$ cat src/include/exec_consts.svh
`ifndef EXEC_CONSTS_SVH
`define EXEC_CONSTS_SVH

// Operand and address width
`define DATA_W 32

// Number of architectural flags kept
`define FLAG_W 5

// Bit positions inside the flag vector
`define FLAG_CF 0
`define FLAG_ZF 1
`define FLAG_SF 2
`define FLAG_OF 3
`define FLAG_DF 4

// All flags clear out of reset so strings count up
`define FLAGS_RESET 5'b00000

`endif

$ cat src/source/exec_pkg.sv
`default_nettype none

`include "exec_consts.svh"

package exec_pkg;

    typedef logic [`DATA_W-1:0] data_t;  // Operand, result or address
    typedef logic [`FLAG_W-1:0] flags_t; // CF ZF SF OF DF
    typedef logic [1:0]         opsize_t; // 0 byte, 1 word, 2 dword

    // Decoded operation kind from issue
    typedef enum logic [3:0] {
        OP_NOP, OP_ADD, OP_AND, OP_OR,
        OP_NOT, OP_SAL, OP_SAR, OP_MOVS,
        OP_PUSH, OP_POP, OP_JMP, OP_JCC,
        OP_CLD, OP_STD
    } op_kind_t;

    // Jcc conditions
    typedef enum logic [1:0] {
        COND_Z,  // JZ / JE
        COND_NZ, // JNZ / JNE
        COND_C,  // JC / JB
        COND_NC  // JNC / JAE
    } cond_t;

endpackage

`default_nettype wire

$ cat src/source/operand_latch.sv
`timescale 1ns/1ps
`default_nettype none

module operand_latch (
    input  wire                    clk,
    input  wire                    arst_n,
    input  wire                    valid_in,
    input  wire                    stall,
    input  wire exec_pkg::op_kind_t op_in,
    input  wire exec_pkg::opsize_t size_in,
    input  wire exec_pkg::cond_t   cond_in,
    input  wire exec_pkg::data_t   op1_in,
    input  wire exec_pkg::data_t   op2_in,
    input  wire exec_pkg::data_t   op3_in,
    input  wire exec_pkg::data_t   op4_in,
    input  wire                    pred_taken_in,
    input  wire exec_pkg::data_t   pred_target_in,
    output wire                    valid_out,
    output exec_pkg::op_kind_t     op_q,
    output exec_pkg::opsize_t      size_q,
    output exec_pkg::cond_t        cond_q,
    output exec_pkg::data_t        op1_q,
    output exec_pkg::data_t        op2_q,
    output exec_pkg::data_t        op3_q,
    output exec_pkg::data_t        op4_q,
    output logic                   pred_taken_q,
    output exec_pkg::data_t        pred_target_q
);
    import exec_pkg::*;

    logic full; // Latch holds a bundle

    // Op kind is reset so the units see a NOP out of reset
    always_ff @(posedge clk or negedge arst_n) begin
        if (!arst_n) begin
            full <= 1'b0;
            op_q <= OP_NOP;
        end else if (!stall) begin
            full <= valid_in; // Retire current, take next or go empty
            if (valid_in) op_q <= op_in;
        end
    end

    // Payload only moves on capture
    always_ff @(posedge clk) begin
        if (valid_in && !stall) begin
            size_q        <= size_in;
            cond_q        <= cond_in;
            op1_q         <= op1_in;
            op2_q         <= op2_in;
            op3_q         <= op3_in;
            op4_q         <= op4_in;
            pred_taken_q  <= pred_taken_in;
            pred_target_q <= pred_target_in;
        end
    end

    assign valid_out = full & ~stall;

    // A retiring bundle was captured earlier and held since
    a_no_retire_when_empty: assert property (@(posedge clk) disable iff (!arst_n)
        valid_out |-> ($past(valid_in && !stall) || $past(full && stall)));
    // A stalled bundle stays put until the stall drops
    a_hold_under_stall: assert property (@(posedge clk) disable iff (!arst_n)
        (full && stall) |=> (full && $stable(op_q) && $stable(op1_q)));

endmodule

`default_nettype wire

$ cat src/source/alu_core.sv
`timescale 1ns/1ps
`default_nettype none

`include "exec_consts.svh"

module alu_core (
    input  wire exec_pkg::op_kind_t op,
    input  wire exec_pkg::data_t    op1,
    input  wire exec_pkg::data_t    op2,
    input  wire exec_pkg::flags_t   flags_in,
    output exec_pkg::data_t         res1,
    output exec_pkg::flags_t        flags_next,
    output exec_pkg::flags_t        flags_mask
);
    import exec_pkg::*;

    logic [`DATA_W:0] add_sum;   // Carry in the top bit
    logic             add_ovf;
    logic [4:0]       shamt;
    logic [`DATA_W:0] sal_wide;  // Top bit is the last bit shifted out
    logic [`DATA_W:0] sar_wide;  // Bottom bit is the last bit shifted out

    assign add_sum = {1'b0, op1} + {1'b0, op2};
    // Same sign in, different sign out
    assign add_ovf = (op1[`DATA_W-1] == op2[`DATA_W-1]) &&
                     (add_sum[`DATA_W-1] != op1[`DATA_W-1]);

    assign shamt    = op2[4:0];
    assign sal_wide = {1'b0, op1} << shamt;
    assign sar_wide = $signed({op1, 1'b0}) >>> shamt;

    always_comb begin
        res1       = op1;
        flags_next = flags_in;
        flags_mask = '0;
        case (op)
            OP_ADD: begin
                res1                   = add_sum[`DATA_W-1:0];
                flags_next[`FLAG_CF]   = add_sum[`DATA_W];
                flags_next[`FLAG_OF]   = add_ovf;
                flags_mask[`FLAG_CF]   = 1'b1;
                flags_mask[`FLAG_OF]   = 1'b1;
                flags_mask[`FLAG_ZF]   = 1'b1;
                flags_mask[`FLAG_SF]   = 1'b1;
            end
            OP_AND, OP_OR: begin
                res1 = (op == OP_AND) ? (op1 & op2) : (op1 | op2);
                flags_next[`FLAG_CF] = 1'b0; // Logic ops clear CF and OF
                flags_next[`FLAG_OF] = 1'b0;
                flags_mask[`FLAG_CF] = 1'b1;
                flags_mask[`FLAG_OF] = 1'b1;
                flags_mask[`FLAG_ZF] = 1'b1;
                flags_mask[`FLAG_SF] = 1'b1;
            end
            OP_NOT: res1 = ~op1; // No flags touched
            OP_SAL, OP_SAR: begin
                res1 = (op == OP_SAL) ? sal_wide[`DATA_W-1:0] : sar_wide[`DATA_W:1];
                flags_next[`FLAG_CF] = (op == OP_SAL) ? sal_wide[`DATA_W] : sar_wide[0];
                flags_next[`FLAG_OF] = 1'b0;
                flags_mask[`FLAG_CF] = 1'b1;
                flags_mask[`FLAG_OF] = 1'b1;
                flags_mask[`FLAG_ZF] = 1'b1;
                flags_mask[`FLAG_SF] = 1'b1;
            end
            OP_CLD, OP_STD: begin
                flags_next[`FLAG_DF] = (op == OP_STD);
                flags_mask[`FLAG_DF] = 1'b1;
            end
            default: ;
        endcase
        // Result based flags
        if (flags_mask[`FLAG_ZF]) flags_next[`FLAG_ZF] = (res1 == '0);
        if (flags_mask[`FLAG_SF]) flags_next[`FLAG_SF] = res1[`DATA_W-1];
    end

endmodule

`default_nettype wire

$ cat src/source/ptr_adjust.sv
`timescale 1ns/1ps
`default_nettype none

module ptr_adjust (
    input  wire exec_pkg::op_kind_t op,
    input  wire exec_pkg::opsize_t  size,
    input  wire                     df,
    input  wire exec_pkg::data_t    op3,  // ESI
    input  wire exec_pkg::data_t    op4,  // EDI or ESP
    output exec_pkg::data_t         res3,
    output exec_pkg::data_t         res4
);
    import exec_pkg::*;

    data_t step;
    data_t op3_up;
    data_t op3_down;
    data_t op4_up;
    data_t op4_down;

    // Bytes per element
    always_comb begin
        case (size)
            2'd0:    step = 32'd1;
            2'd1:    step = 32'd2;
            default: step = 32'd4; // dword
        endcase
    end

    assign op3_up   = op3 + step;
    assign op3_down = op3 - step;
    assign op4_up   = op4 + step;
    assign op4_down = op4 - step;

    always_comb begin
        res3 = op3;
        res4 = op4;
        case (op)
            OP_MOVS: begin
                // DF picks the string direction for both pointers
                res3 = df ? op3_down : op3_up;
                res4 = df ? op4_down : op4_up;
            end
            OP_PUSH: res4 = op4_down; // Stack grows down
            OP_POP:  res4 = op4_up;
            default: ;
        endcase
    end

endmodule

`default_nettype wire

$ cat src/source/eflags_reg.sv
`timescale 1ns/1ps
`default_nettype none

`include "exec_consts.svh"

module eflags_reg (
    input  wire                   clk,
    input  wire                   arst_n,
    input  wire                   write,       // Op retires this cycle
    input  wire exec_pkg::flags_t flags_next,
    input  wire exec_pkg::flags_t flags_mask,
    output exec_pkg::flags_t      eflags
);
    import exec_pkg::*;

    flags_t flags_merged;

    // Masked bits take the new value, the rest keep theirs
    assign flags_merged = (eflags & ~flags_mask) | (flags_next & flags_mask);

    always_ff @(posedge clk or negedge arst_n) begin
        if (!arst_n) begin
            eflags <= `FLAGS_RESET;
        end else if (write) begin
            eflags <= flags_merged;
        end
    end

    a_hold_without_write: assert property (@(posedge clk) disable iff (!arst_n)
        !write |=> $stable(eflags));

endmodule

`default_nettype wire

$ cat src/source/branch_resolve.sv
`timescale 1ns/1ps
`default_nettype none

`include "exec_consts.svh"

module branch_resolve (
    input  wire                     valid,       // Retiring this cycle
    input  wire exec_pkg::op_kind_t op,
    input  wire exec_pkg::cond_t    cond,
    input  wire exec_pkg::flags_t   eflags,      // Committed flags
    input  wire exec_pkg::data_t    op2,         // Branch target
    input  wire                     pred_taken,
    input  wire exec_pkg::data_t    pred_target,
    output wire                     br_valid,
    output wire                     br_taken,
    output wire                     br_correct,
    output exec_pkg::data_t         br_fip
);
    import exec_pkg::*;

    logic is_jmp;
    logic is_jcc;
    logic cond_hold;
    logic dir_ok;
    logic target_ok;

    assign is_jmp = (op == OP_JMP);
    assign is_jcc = (op == OP_JCC);

    always_comb begin
        case (cond)
            COND_Z:  cond_hold = eflags[`FLAG_ZF];
            COND_NZ: cond_hold = ~eflags[`FLAG_ZF];
            COND_C:  cond_hold = eflags[`FLAG_CF];
            default: cond_hold = ~eflags[`FLAG_CF]; // COND_NC
        endcase
    end

    assign br_valid = valid & (is_jmp | is_jcc);
    assign br_taken = br_valid & (is_jmp | (is_jcc & cond_hold));

    // Fetch redirect is zero when falling through
    assign br_fip = br_taken ? op2 : '0;

    assign dir_ok     = (pred_taken == br_taken);
    assign target_ok  = (pred_target == op2);
    // Target only matters on the taken path
    assign br_correct = br_valid & dir_ok & (~br_taken | target_ok);

endmodule

`default_nettype wire

$ cat src/source/execute_top.sv
`timescale 1ns/1ps
`default_nettype none

`include "exec_consts.svh"

module execute_top (
    input  wire                     clk,
    input  wire                     arst_n,
    input  wire                     valid_in,
    input  wire                     stall,
    input  wire exec_pkg::op_kind_t op,
    input  wire exec_pkg::opsize_t  size,
    input  wire exec_pkg::cond_t    cond,
    input  wire exec_pkg::data_t    op1,
    input  wire exec_pkg::data_t    op2,
    input  wire exec_pkg::data_t    op3,
    input  wire exec_pkg::data_t    op4,
    input  wire                     pred_taken,
    input  wire exec_pkg::data_t    pred_target,
    output wire                     valid_out,
    output exec_pkg::data_t         res1,
    output exec_pkg::data_t         res3,
    output exec_pkg::data_t         res4,
    output exec_pkg::flags_t        eflags,
    output wire                     br_valid,
    output wire                     br_taken,
    output wire                     br_correct,
    output exec_pkg::data_t         br_fip
);
    import exec_pkg::*;

    op_kind_t op_q;
    opsize_t  size_q;
    cond_t    cond_q;
    data_t    op1_q, op2_q, op3_q, op4_q;
    data_t    pred_target_q;
    logic     pred_taken_q;
    flags_t   flags_next, flags_mask;

    operand_latch u_latch (.clk, .arst_n, .valid_in, .stall, .op_in(op), .size_in(size),
        .cond_in(cond), .op1_in(op1), .op2_in(op2), .op3_in(op3), .op4_in(op4),
        .pred_taken_in(pred_taken), .pred_target_in(pred_target), .valid_out, .op_q,
        .size_q, .cond_q, .op1_q, .op2_q, .op3_q, .op4_q, .pred_taken_q, .pred_target_q);

    alu_core u_alu (.op(op_q), .op1(op1_q), .op2(op2_q), .flags_in(eflags), .res1,
        .flags_next, .flags_mask);

    // String direction comes from the committed DF
    ptr_adjust u_ptr (.op(op_q), .size(size_q), .df(eflags[`FLAG_DF]), .op3(op3_q),
        .op4(op4_q), .res3, .res4);

    eflags_reg u_flags (.clk, .arst_n, .write(valid_out), .flags_next, .flags_mask, .eflags);

    branch_resolve u_branch (.valid(valid_out), .op(op_q), .cond(cond_q), .eflags,
        .op2(op2_q), .pred_taken(pred_taken_q), .pred_target(pred_target_q), .br_valid,
        .br_taken, .br_correct, .br_fip);

endmodule

`default_nettype wire

$ cat config.mk
export PLATFORM = sky130hd
export DESIGN_NAME = execute_top
export DESIGN_NICKNAME = d
export VERILOG_FILES = /design/src/source/exec_pkg.sv /design/src/source/operand_latch.sv /design/src/source/alu_core.sv /design/src/source/ptr_adjust.sv /design/src/source/eflags_reg.sv /design/src/source/branch_resolve.sv /design/src/source/execute_top.sv
export VERILOG_INCLUDE_DIRS = /design/src /design/src/include
export SDC_FILE = /design/constraint.sdc
export NUM_CORES = 1
export LEC_CHECK = 0
export BUFFER_PORTS_ARGS = -buffer_cell sky130_fd_sc_hd__buf_4
export CAP_MARGIN = 20
export CORE_MARGIN = 5
export CORE_UTILIZATION = 25
export DETAILED_ROUTE_END_ITERATION = 10
export PLACE_DENSITY = 0.41
export SLEW_MARGIN = 5
export SYNTH_ARGS = -nofsm -noshare
export SYNTH_HDL_FRONTEND = slang
export SYNTH_SLANG_ARGS = --single-unit
export TNS_END_PERCENT = 100
$ cat constraint.sdc
create_clock -name clk -period 5.9 [get_ports clk]
set_clock_uncertainty 0.1 [all_clocks]
set_input_delay 1.18 -clock clk [delete_from_list [all_inputs] [get_ports clk]]
set_output_delay 1.18 -clock clk [all_outputs]
set_load 0.005 [all_outputs]
==> impl_metrics.csv, run 1 <==
group,metric,value,unit
sta,rsz0062_at_grt,"false",
cells_and_area,final_util,0.311,
drt,drt-wirelength-per-cell,26.4,microns
placed_design,numPortBuffers,309,
clocking,cts_num_sinks,175,
worst_setup_path,cp-start-kind,"register",
sta,hold_viol_final,0,
synthesis,yosysSeqAreaShare,0.294,
placed_design,post-dp-hpwl,66.7,mm
global_routing,grt_pass1_wl,123,mm
clocking,h-tree-depth,4,
die,start_util,0.252,
die,coreArea,70000,sq um
power,p_total,5.69,mW
worst_setup_path,critical_path.max_fanout,3,
worst_setup_path,critPathRequiredTime,4.62,ns
worst_setup_path,ff2ff_setup_slack,0.96,ns
power,switchingPower,2.36,mW
sta,slew_headroom,0.349,
cells_and_area,layoutNonFillerInstCount,3234,
drt,via_per_inst,5.45,
clocking,clock_latency,0.47,ns
die,rows,97,
cells_and_area,num-nets-final,2556,
clocking,path_clk_slew,0.08,ns
worst_setup_path,max_stage_delay,0.44,ns
power,p_comb_frac,0.502,
synthesis,ys_warn_count,0,
synthesis,synthDistinctLibCells,86,
worst_setup_path,crit_chain,"o21ai_0 -> ha_1 -> nor2b_1 -> o31a_1 -> o2111ai_1 -> a21oi_1 -> o311a_1 -> o31ai_1 -> nand2_1 -> a21o_1 -> a21o_1 -> xor2_1 -> mux2_2 -> buf_4",
global_routing,grtUsageTotal,0.219,
die,dieWidth,276,microns
worst_setup_path,end_kind,"output pin",
worst_setup_path,crit_type,"register to output pin",
synthesis,async_flop_share,0.0571,
worst_setup_path,path_common_cell,"a21o_1",
placed_design,gp_congestion,0.969,
outcome,run_status,"complete, no violations",
worst_setup_path,critPathSlowestCell,"edfxtp_1",
die,io_pins,310,
placed_design,dpl_cell_area,21200,sq um
drt,wl,85.4,mm
run,drv_cap,0,
drt,ant_nets,0,
sta,setup_tns,0,ns
sta,worst_pin_slew,0.974,ns
sta,setup_slack,0.307,ns
synthesis,netlist_area,17700,sq um
global_routing,grt_start_max_net_pins,101,
cells_and_area,final_cell_mix,"buf_4 (386), nand2_1 (226), edfxtp_1 (165)",
sta,finalCriticalPeriod,5.59,ns
synthesis,synth_edf_count,165,
drt,vias,17632,
sta,fmax,179,MHz
drt,dr.pass1.iters,5,
power,vdd_ir_drop_max,0.213,mV
synthesis,syn_area_per_cell,8.76,sq um
worst_setup_path,critical-path-top-delay-family,"compound AO/OA/AOI/OAI gates",
global_routing,grt_overflow_total,0,
cells_and_area,drive_gt1_frac,0.234,
worst_setup_path,worstPathArrival,4.31,ns
drt,first_iter_violations,1762,
power,p_leak,8.78,nW
sta,setup_viol,0,
drt,drc,0,
synthesis,ys_seq_elements,175,
power,power_density,261,nW/um^2
sta,timing.final.max_slew_violations,0,
global_routing,antenna_found_initial,11,
placed_design,dpl_worst_slack,0.422,ns
power,sw_frac_of_total,0.416,
clocking,cts_max_path_buffers,2,
cells_and_area,finish.instance_area,21800,sq um
clocking,ctsRootBufferMaster,"clkbuf_16",
sta,finalCritPeriodShare,0.948,
power,power.internal,3.32,mW
clocking,hold_buffers,0,
die,chipHeight,276,microns
global_routing,grt_pass1_vias,17658,
worst_hold_path,min_path_type,"register to register",
synthesis,syn_nets,2298,
die,die-area,76100,sq um
worst_setup_path,cp.buffers_inverters,1,
cells_and_area,syn2layout_area_growth,23.3,%
clocking,numCtsBuffers,17,
synthesis,synthFlopType,"edfxtp_1",
clocking,cts_tree,"done",
cells_and_area,final_common_cell,"buf_4",
synthesis,synth_cells,2019,
power,p_clk_frac,0.215,
sta,hold_ws,0.375,ns
placed_design,place_inst,3197,
power,seq_power_share,0.283,
==> repair_timing <==
| action | 4_1_cts | 5_1_grt |
|---|---|---|
| buffers inserted | 0 | 1 |
| setup endpoints to repair | 2 | 4 |
| pin swaps | 0 | 1 |
| resized for setup | 1 | 5 |
| hold endpoints to repair | 0 | 0 |
==> flip-flops by register name (all words and copies together) (netlist names), named ones only <==
signal	flops
u_latch.op4_q	32
u_latch.op3_q	32
u_latch.pred_taken_q	1
u_latch.size_q	2
u_latch.full	1
u_latch.op1_q	32
u_latch.pred_target_q	32
u_latch.op2_q	32
u_latch.cond_q	2
u_latch.op_q	4
==> worst register-to-register path: cells and delay by family, from the launching register on <==
| kind | cells | cell delay, ns |
|---|---|---|
| adder cells (fa/ha/maj) | 1 | 0.42 |
| AND/OR/NAND/NOR | 7 | 2.05 |
| buffers and inverters | 3 | 0.48 |
| flip-flops | 1 | 0.64 |
| AO/OA/AOI/OAI | 4 | 1.18 |
==> logic make-up (layout without fill, tap and decap cells) <==
kind of cell | Yosys count | in the layout | share of synthesized area
and+or+nand+nor | 628 | 628 | 0.167
AOI/OAI and AO/OA | 589 | 589 | 0.216
buffers and inverters | 255 | 526 | 0.0643
DFF | 175 | 175 | 0.294
muxes | 160 | 160 | 0.129
adders and majority gates | 106 | 106 | 0.0767
xor gates and xnor gates | 106 | 106 | 0.0525
other | 0 | 4 | 0
==> worst paths after layout <==
path                       depth (start not counted)                        start                           to
min in group asynchronous                          1                       arst_n     u_latch.full$_DFFE_PN0N_
setup reg to reg                                  15   u_latch.op1_q[2]$_DFFE_PP_                     register
hold / removal                                     1     u_latch.full$_DFFE_PN0N_     u_latch.full$_DFFE_PN0N_
setup / recovery                                  14  u_latch.size_q[0]$_DFFE_PP_                     res3[25]
max in group asynchronous                          1                       arst_n  u_latch.op_q[0]$_DFFE_PN0P_
hold reg to reg                                    1     u_latch.full$_DFFE_PN0N_     u_latch.full$_DFFE_PN0N_
==> synth_stat cells, drive strengths merged (7+ instances only) <==
cell type,count,area share
a2111oi,8,0.0040
a211oi,24,0.010
a21o,26,0.011
a21oi,127,0.036
a221oi,15,0.0074
a31oi,27,0.0096
and2,39,0.014
and3,18,0.0064
buf,64,0.024
clkbuf,90,0.019
dfrtp,10,0.014
edfxtp,165,0.28
ha,102,0.072
inv,98,0.021
mux2,39,0.025
mux2i,72,0.041
mux4,49,0.063
nand2,226,0.048
nand2b,13,0.0046
nand3,33,0.0093
nand4,20,0.0071
nor2,162,0.034
nor2b,14,0.0050
nor3,36,0.010
nor4,14,0.0050
o2111ai,15,0.0074
o211ai,32,0.014
o21a,8,0.0034
o21ai,160,0.045
o21bai,7,0.0030
o221ai,23,0.011
o22ai,33,0.012
o31ai,13,0.0055
or2,10,0.0035
or3,7,0.0025
xnor2,68,0.034
xor2,38,0.019
==> power by group through the flow <==
stage | sequential (mW) | clock (mW) | combinational [mW]
6_report | 1.61 | 1.22 | 2.85
5_1_grt | 1.62 | 1.32 | 3.10
2_1_floorplan | 1.57 | 0 | 1.74
4_1_cts | 1.61 | 1.28 | 2.84
3_5_place_dp | 1.63 | 0 | 2.81
3_3_place_gp | 1.63 | 0 | 2.83
==> layer usage <==
metal	vias to the layer above	GRT usage	routed length, microns
li1	8071	-	-
met1	8651	0.283	35200
met2	796	0.369	41000
met3	104	0.0572	7240
met4	10	0.0489	1890
met5	-	0	75
==> area by class of cell <==
cell class,count,area (sq um)
fill,7450,48200
clock buffer,18,429
multi-input combinational,1589,11400
sequential,175,5210
inverter,101,379
timing repair buffer,393,3030
clock inverter,14,176
tap,940,1180
antenna,4,10.0
(Power assumes the default switching activity.)
==> inputs of run 2 (changes only) <==
--- a/config.mk
+++ b/config.mk
@@ -10,6 +10,7 @@
 export CAP_MARGIN = 20
 export CORE_MARGIN = 5
 export CORE_UTILIZATION = 25
+export CTS_BUF_LIST = sky130_fd_sc_hd__clkbuf_4
 export DETAILED_ROUTE_END_ITERATION = 10
 export PLACE_DENSITY = 0.41
 export SLEW_MARGIN = 5
==> impl_metrics.csv, run 2 (same netlist as run 1, synthesis figures left out) <==
group,metric,value,unit
drt,ant_nets,0,
clocking,cts_num_sinks,175,
cells_and_area,final_cell_mix,"buf_4 (396), nand2_1 (226), edfxtp_1 (165)",
global_routing,grt_pass1_wl,123,mm
cells_and_area,final_util,0.309,
clocking,path_clk_slew,0.16,ns
clocking,cts_max_path_buffers,2,
global_routing,antenna_found_initial,12,
sta,hold_viol_final,0,
outcome,run_status,"complete, no violations",
clocking,hold_buffers,0,
power,vdd_ir_drop_max,0.130,mV
sta,setup_tns,0,ns
die,start_util,0.252,
cells_and_area,multiInputGateArea,11500,sq um
cells_and_area,syn2layout_area_growth,22.5,%
die,chipHeight,276,microns
worst_setup_path,worstPathArrival,4.39,ns
die,dieWidth,276,microns
drt,first_iter_violations,1627,
worst_hold_path,min_path_type,"primary input to asynchronous set/reset pin",
die,coreArea,70000,sq um
sta,worst_pin_slew,0.969,ns
cells_and_area,num-nets-final,2566,
drt,wl,85.7,mm
cells_and_area,regArea,5210,sq um
sta,rsz0062_at_grt,"true",
cells_and_area,layoutNonFillerInstCount,3244,
clocking,ctsRootBufferMaster,"clkbuf_4",
placed_design,gp_congestion,0.969,
global_routing,grt_start_max_net_pins,101,
sta,fmax,176,MHz
clocking,clock_latency,0.70,ns
drt,drt-wirelength-per-cell,26.4,microns
clocking,numCtsBuffers,17,
worst_setup_path,crit_type,"register to output pin",
clocking,h-tree-depth,4,
power,p_leak,8.71,nW
drt,vias,17765,
die,rows,97,
drt,drc,0,
global_routing,grt_overflow_total,0,
global_routing,grtUsageTotal,0.219,
placed_design,numPortBuffers,309,
sta,timing.final.max_slew_violations,0,
cells_and_area,fillers,7484,
sta,slew_headroom,0.353,
sta,finalCritPeriodShare,0.961,
sta,setup_slack,0.232,ns
die,io_pins,310,
cells_and_area,finish.instance_area,21700,sq um
worst_setup_path,critPathRequiredTime,4.62,ns
placed_design,dpl_worst_slack,0.422,ns
drt,via_per_inst,5.48,
worst_setup_path,critical_path.max_fanout,4,
sta,setup_viol,0,
die,die-area,76100,sq um
clocking,cts_tree,"done",
cells_and_area,final_common_cell,"buf_4",
worst_setup_path,end_kind,"output pin",
drt,dr.pass1.iters,6,
run,drv_cap,0,
sta,finalCriticalPeriod,5.67,ns
placed_design,post-dp-hpwl,66.7,mm
placed_design,dpl_cell_area,21200,sq um
worst_setup_path,cp-start-kind,"register",
power,power_density,246,nW/um^2
placed_design,place_inst,3197,
cells_and_area,drive_gt1_frac,0.243,
global_routing,grt_pass1_vias,17638,
[run 2: worst max-delay path: stages, from the launching register on]
cell      delay, ns
edfxtp_1       0.50
ha_1           0.30
inv_1          0.09
fa_1           0.26
nand2b_1       0.15
a21oi_1        0.13
o311a_1        0.35
o32a_1         0.44
o21ai_0        0.39
a21boi_0       0.17
or3_1          0.39
a32oi_1        0.34
buf_4          0.18
[run 2: path summary, 6_finish.rpt]
kind | start | end | slack, ns | depth (start not counted)
setup / recovery | u_latch.op2_q[0]$_DFFE_PP_ | res1[28] | 0.23 | 12
hold / removal | arst_n | u_latch.full$_DFFE_PN0N_ | 0.20 | 1
setup reg to reg | u_latch.op_q[1]$_DFFE_PN0P_ | register | 1.05 | 13
hold reg to reg | u_latch.full$_DFFE_PN0N_ | u_latch.full$_DFFE_PN0N_ | 0.39 | 1
max in group asynchronous | arst_n | asynchronous set/reset pin | 5.30 | 1
min in group clk | u_latch.full$_DFFE_PN0N_ | u_latch.full$_DFFE_PN0N_ | 0.39 | 1
[run 2: area by class of cell]
type | count | share of cell area
Multi-Input combinational cell | 1589 | 0.530
Tap cell | 940 | 0.0543
Clock inverter | 14 | 0.00814
Inverter | 101 | 0.0175
Sequential cell | 175 | 0.240
Antenna cell | 4 | 0.000462
Clock buffer | 18 | 0.00624
Timing Repair Buffer | 403 | 0.143
[run 2: through the flow]
step	power (mW)	hold slack (ns)
floorplan	3.32	0.342
global placement	4.46	0.353
detailed placement	4.45	0.358
CTS	5.32	0.109
global route	5.67	0.123
finish	5.32	0.203
[run 2: report_power, final]
part / internal, mW / total (mW) / switching [mW] / leakage [nW]
logic: 1.20 / 2.91 / 1.70 / 6.87
clock network: 0.307 / 0.808 / 0.501 / 0.167
registers: 1.46 / 1.60 / 0.141 / 1.67
[run 2: metal layers]
layer | GRT usage | up-vias | part of all wire
li1 | - | 8101 | -
met1 | 0.282 | 8717 | 0.42
met2 | 0.370 | 813 | 0.48
met3 | 0.0568 | 124 | 0.081
met4 | 0.0489 | 10 | 0.023
met5 | 0 | - | 0.00083
[run 2: timing repair]
| action | in CTS | in global routing |
|---|---|---|
| pin swaps | 0 | 3 |
| cloned | 0 | 0 |
| gates resized for setup | 8 | 20 |
| setup buffers | 1 | 10 |
| setup endpoints to repair | 9 | 12 |
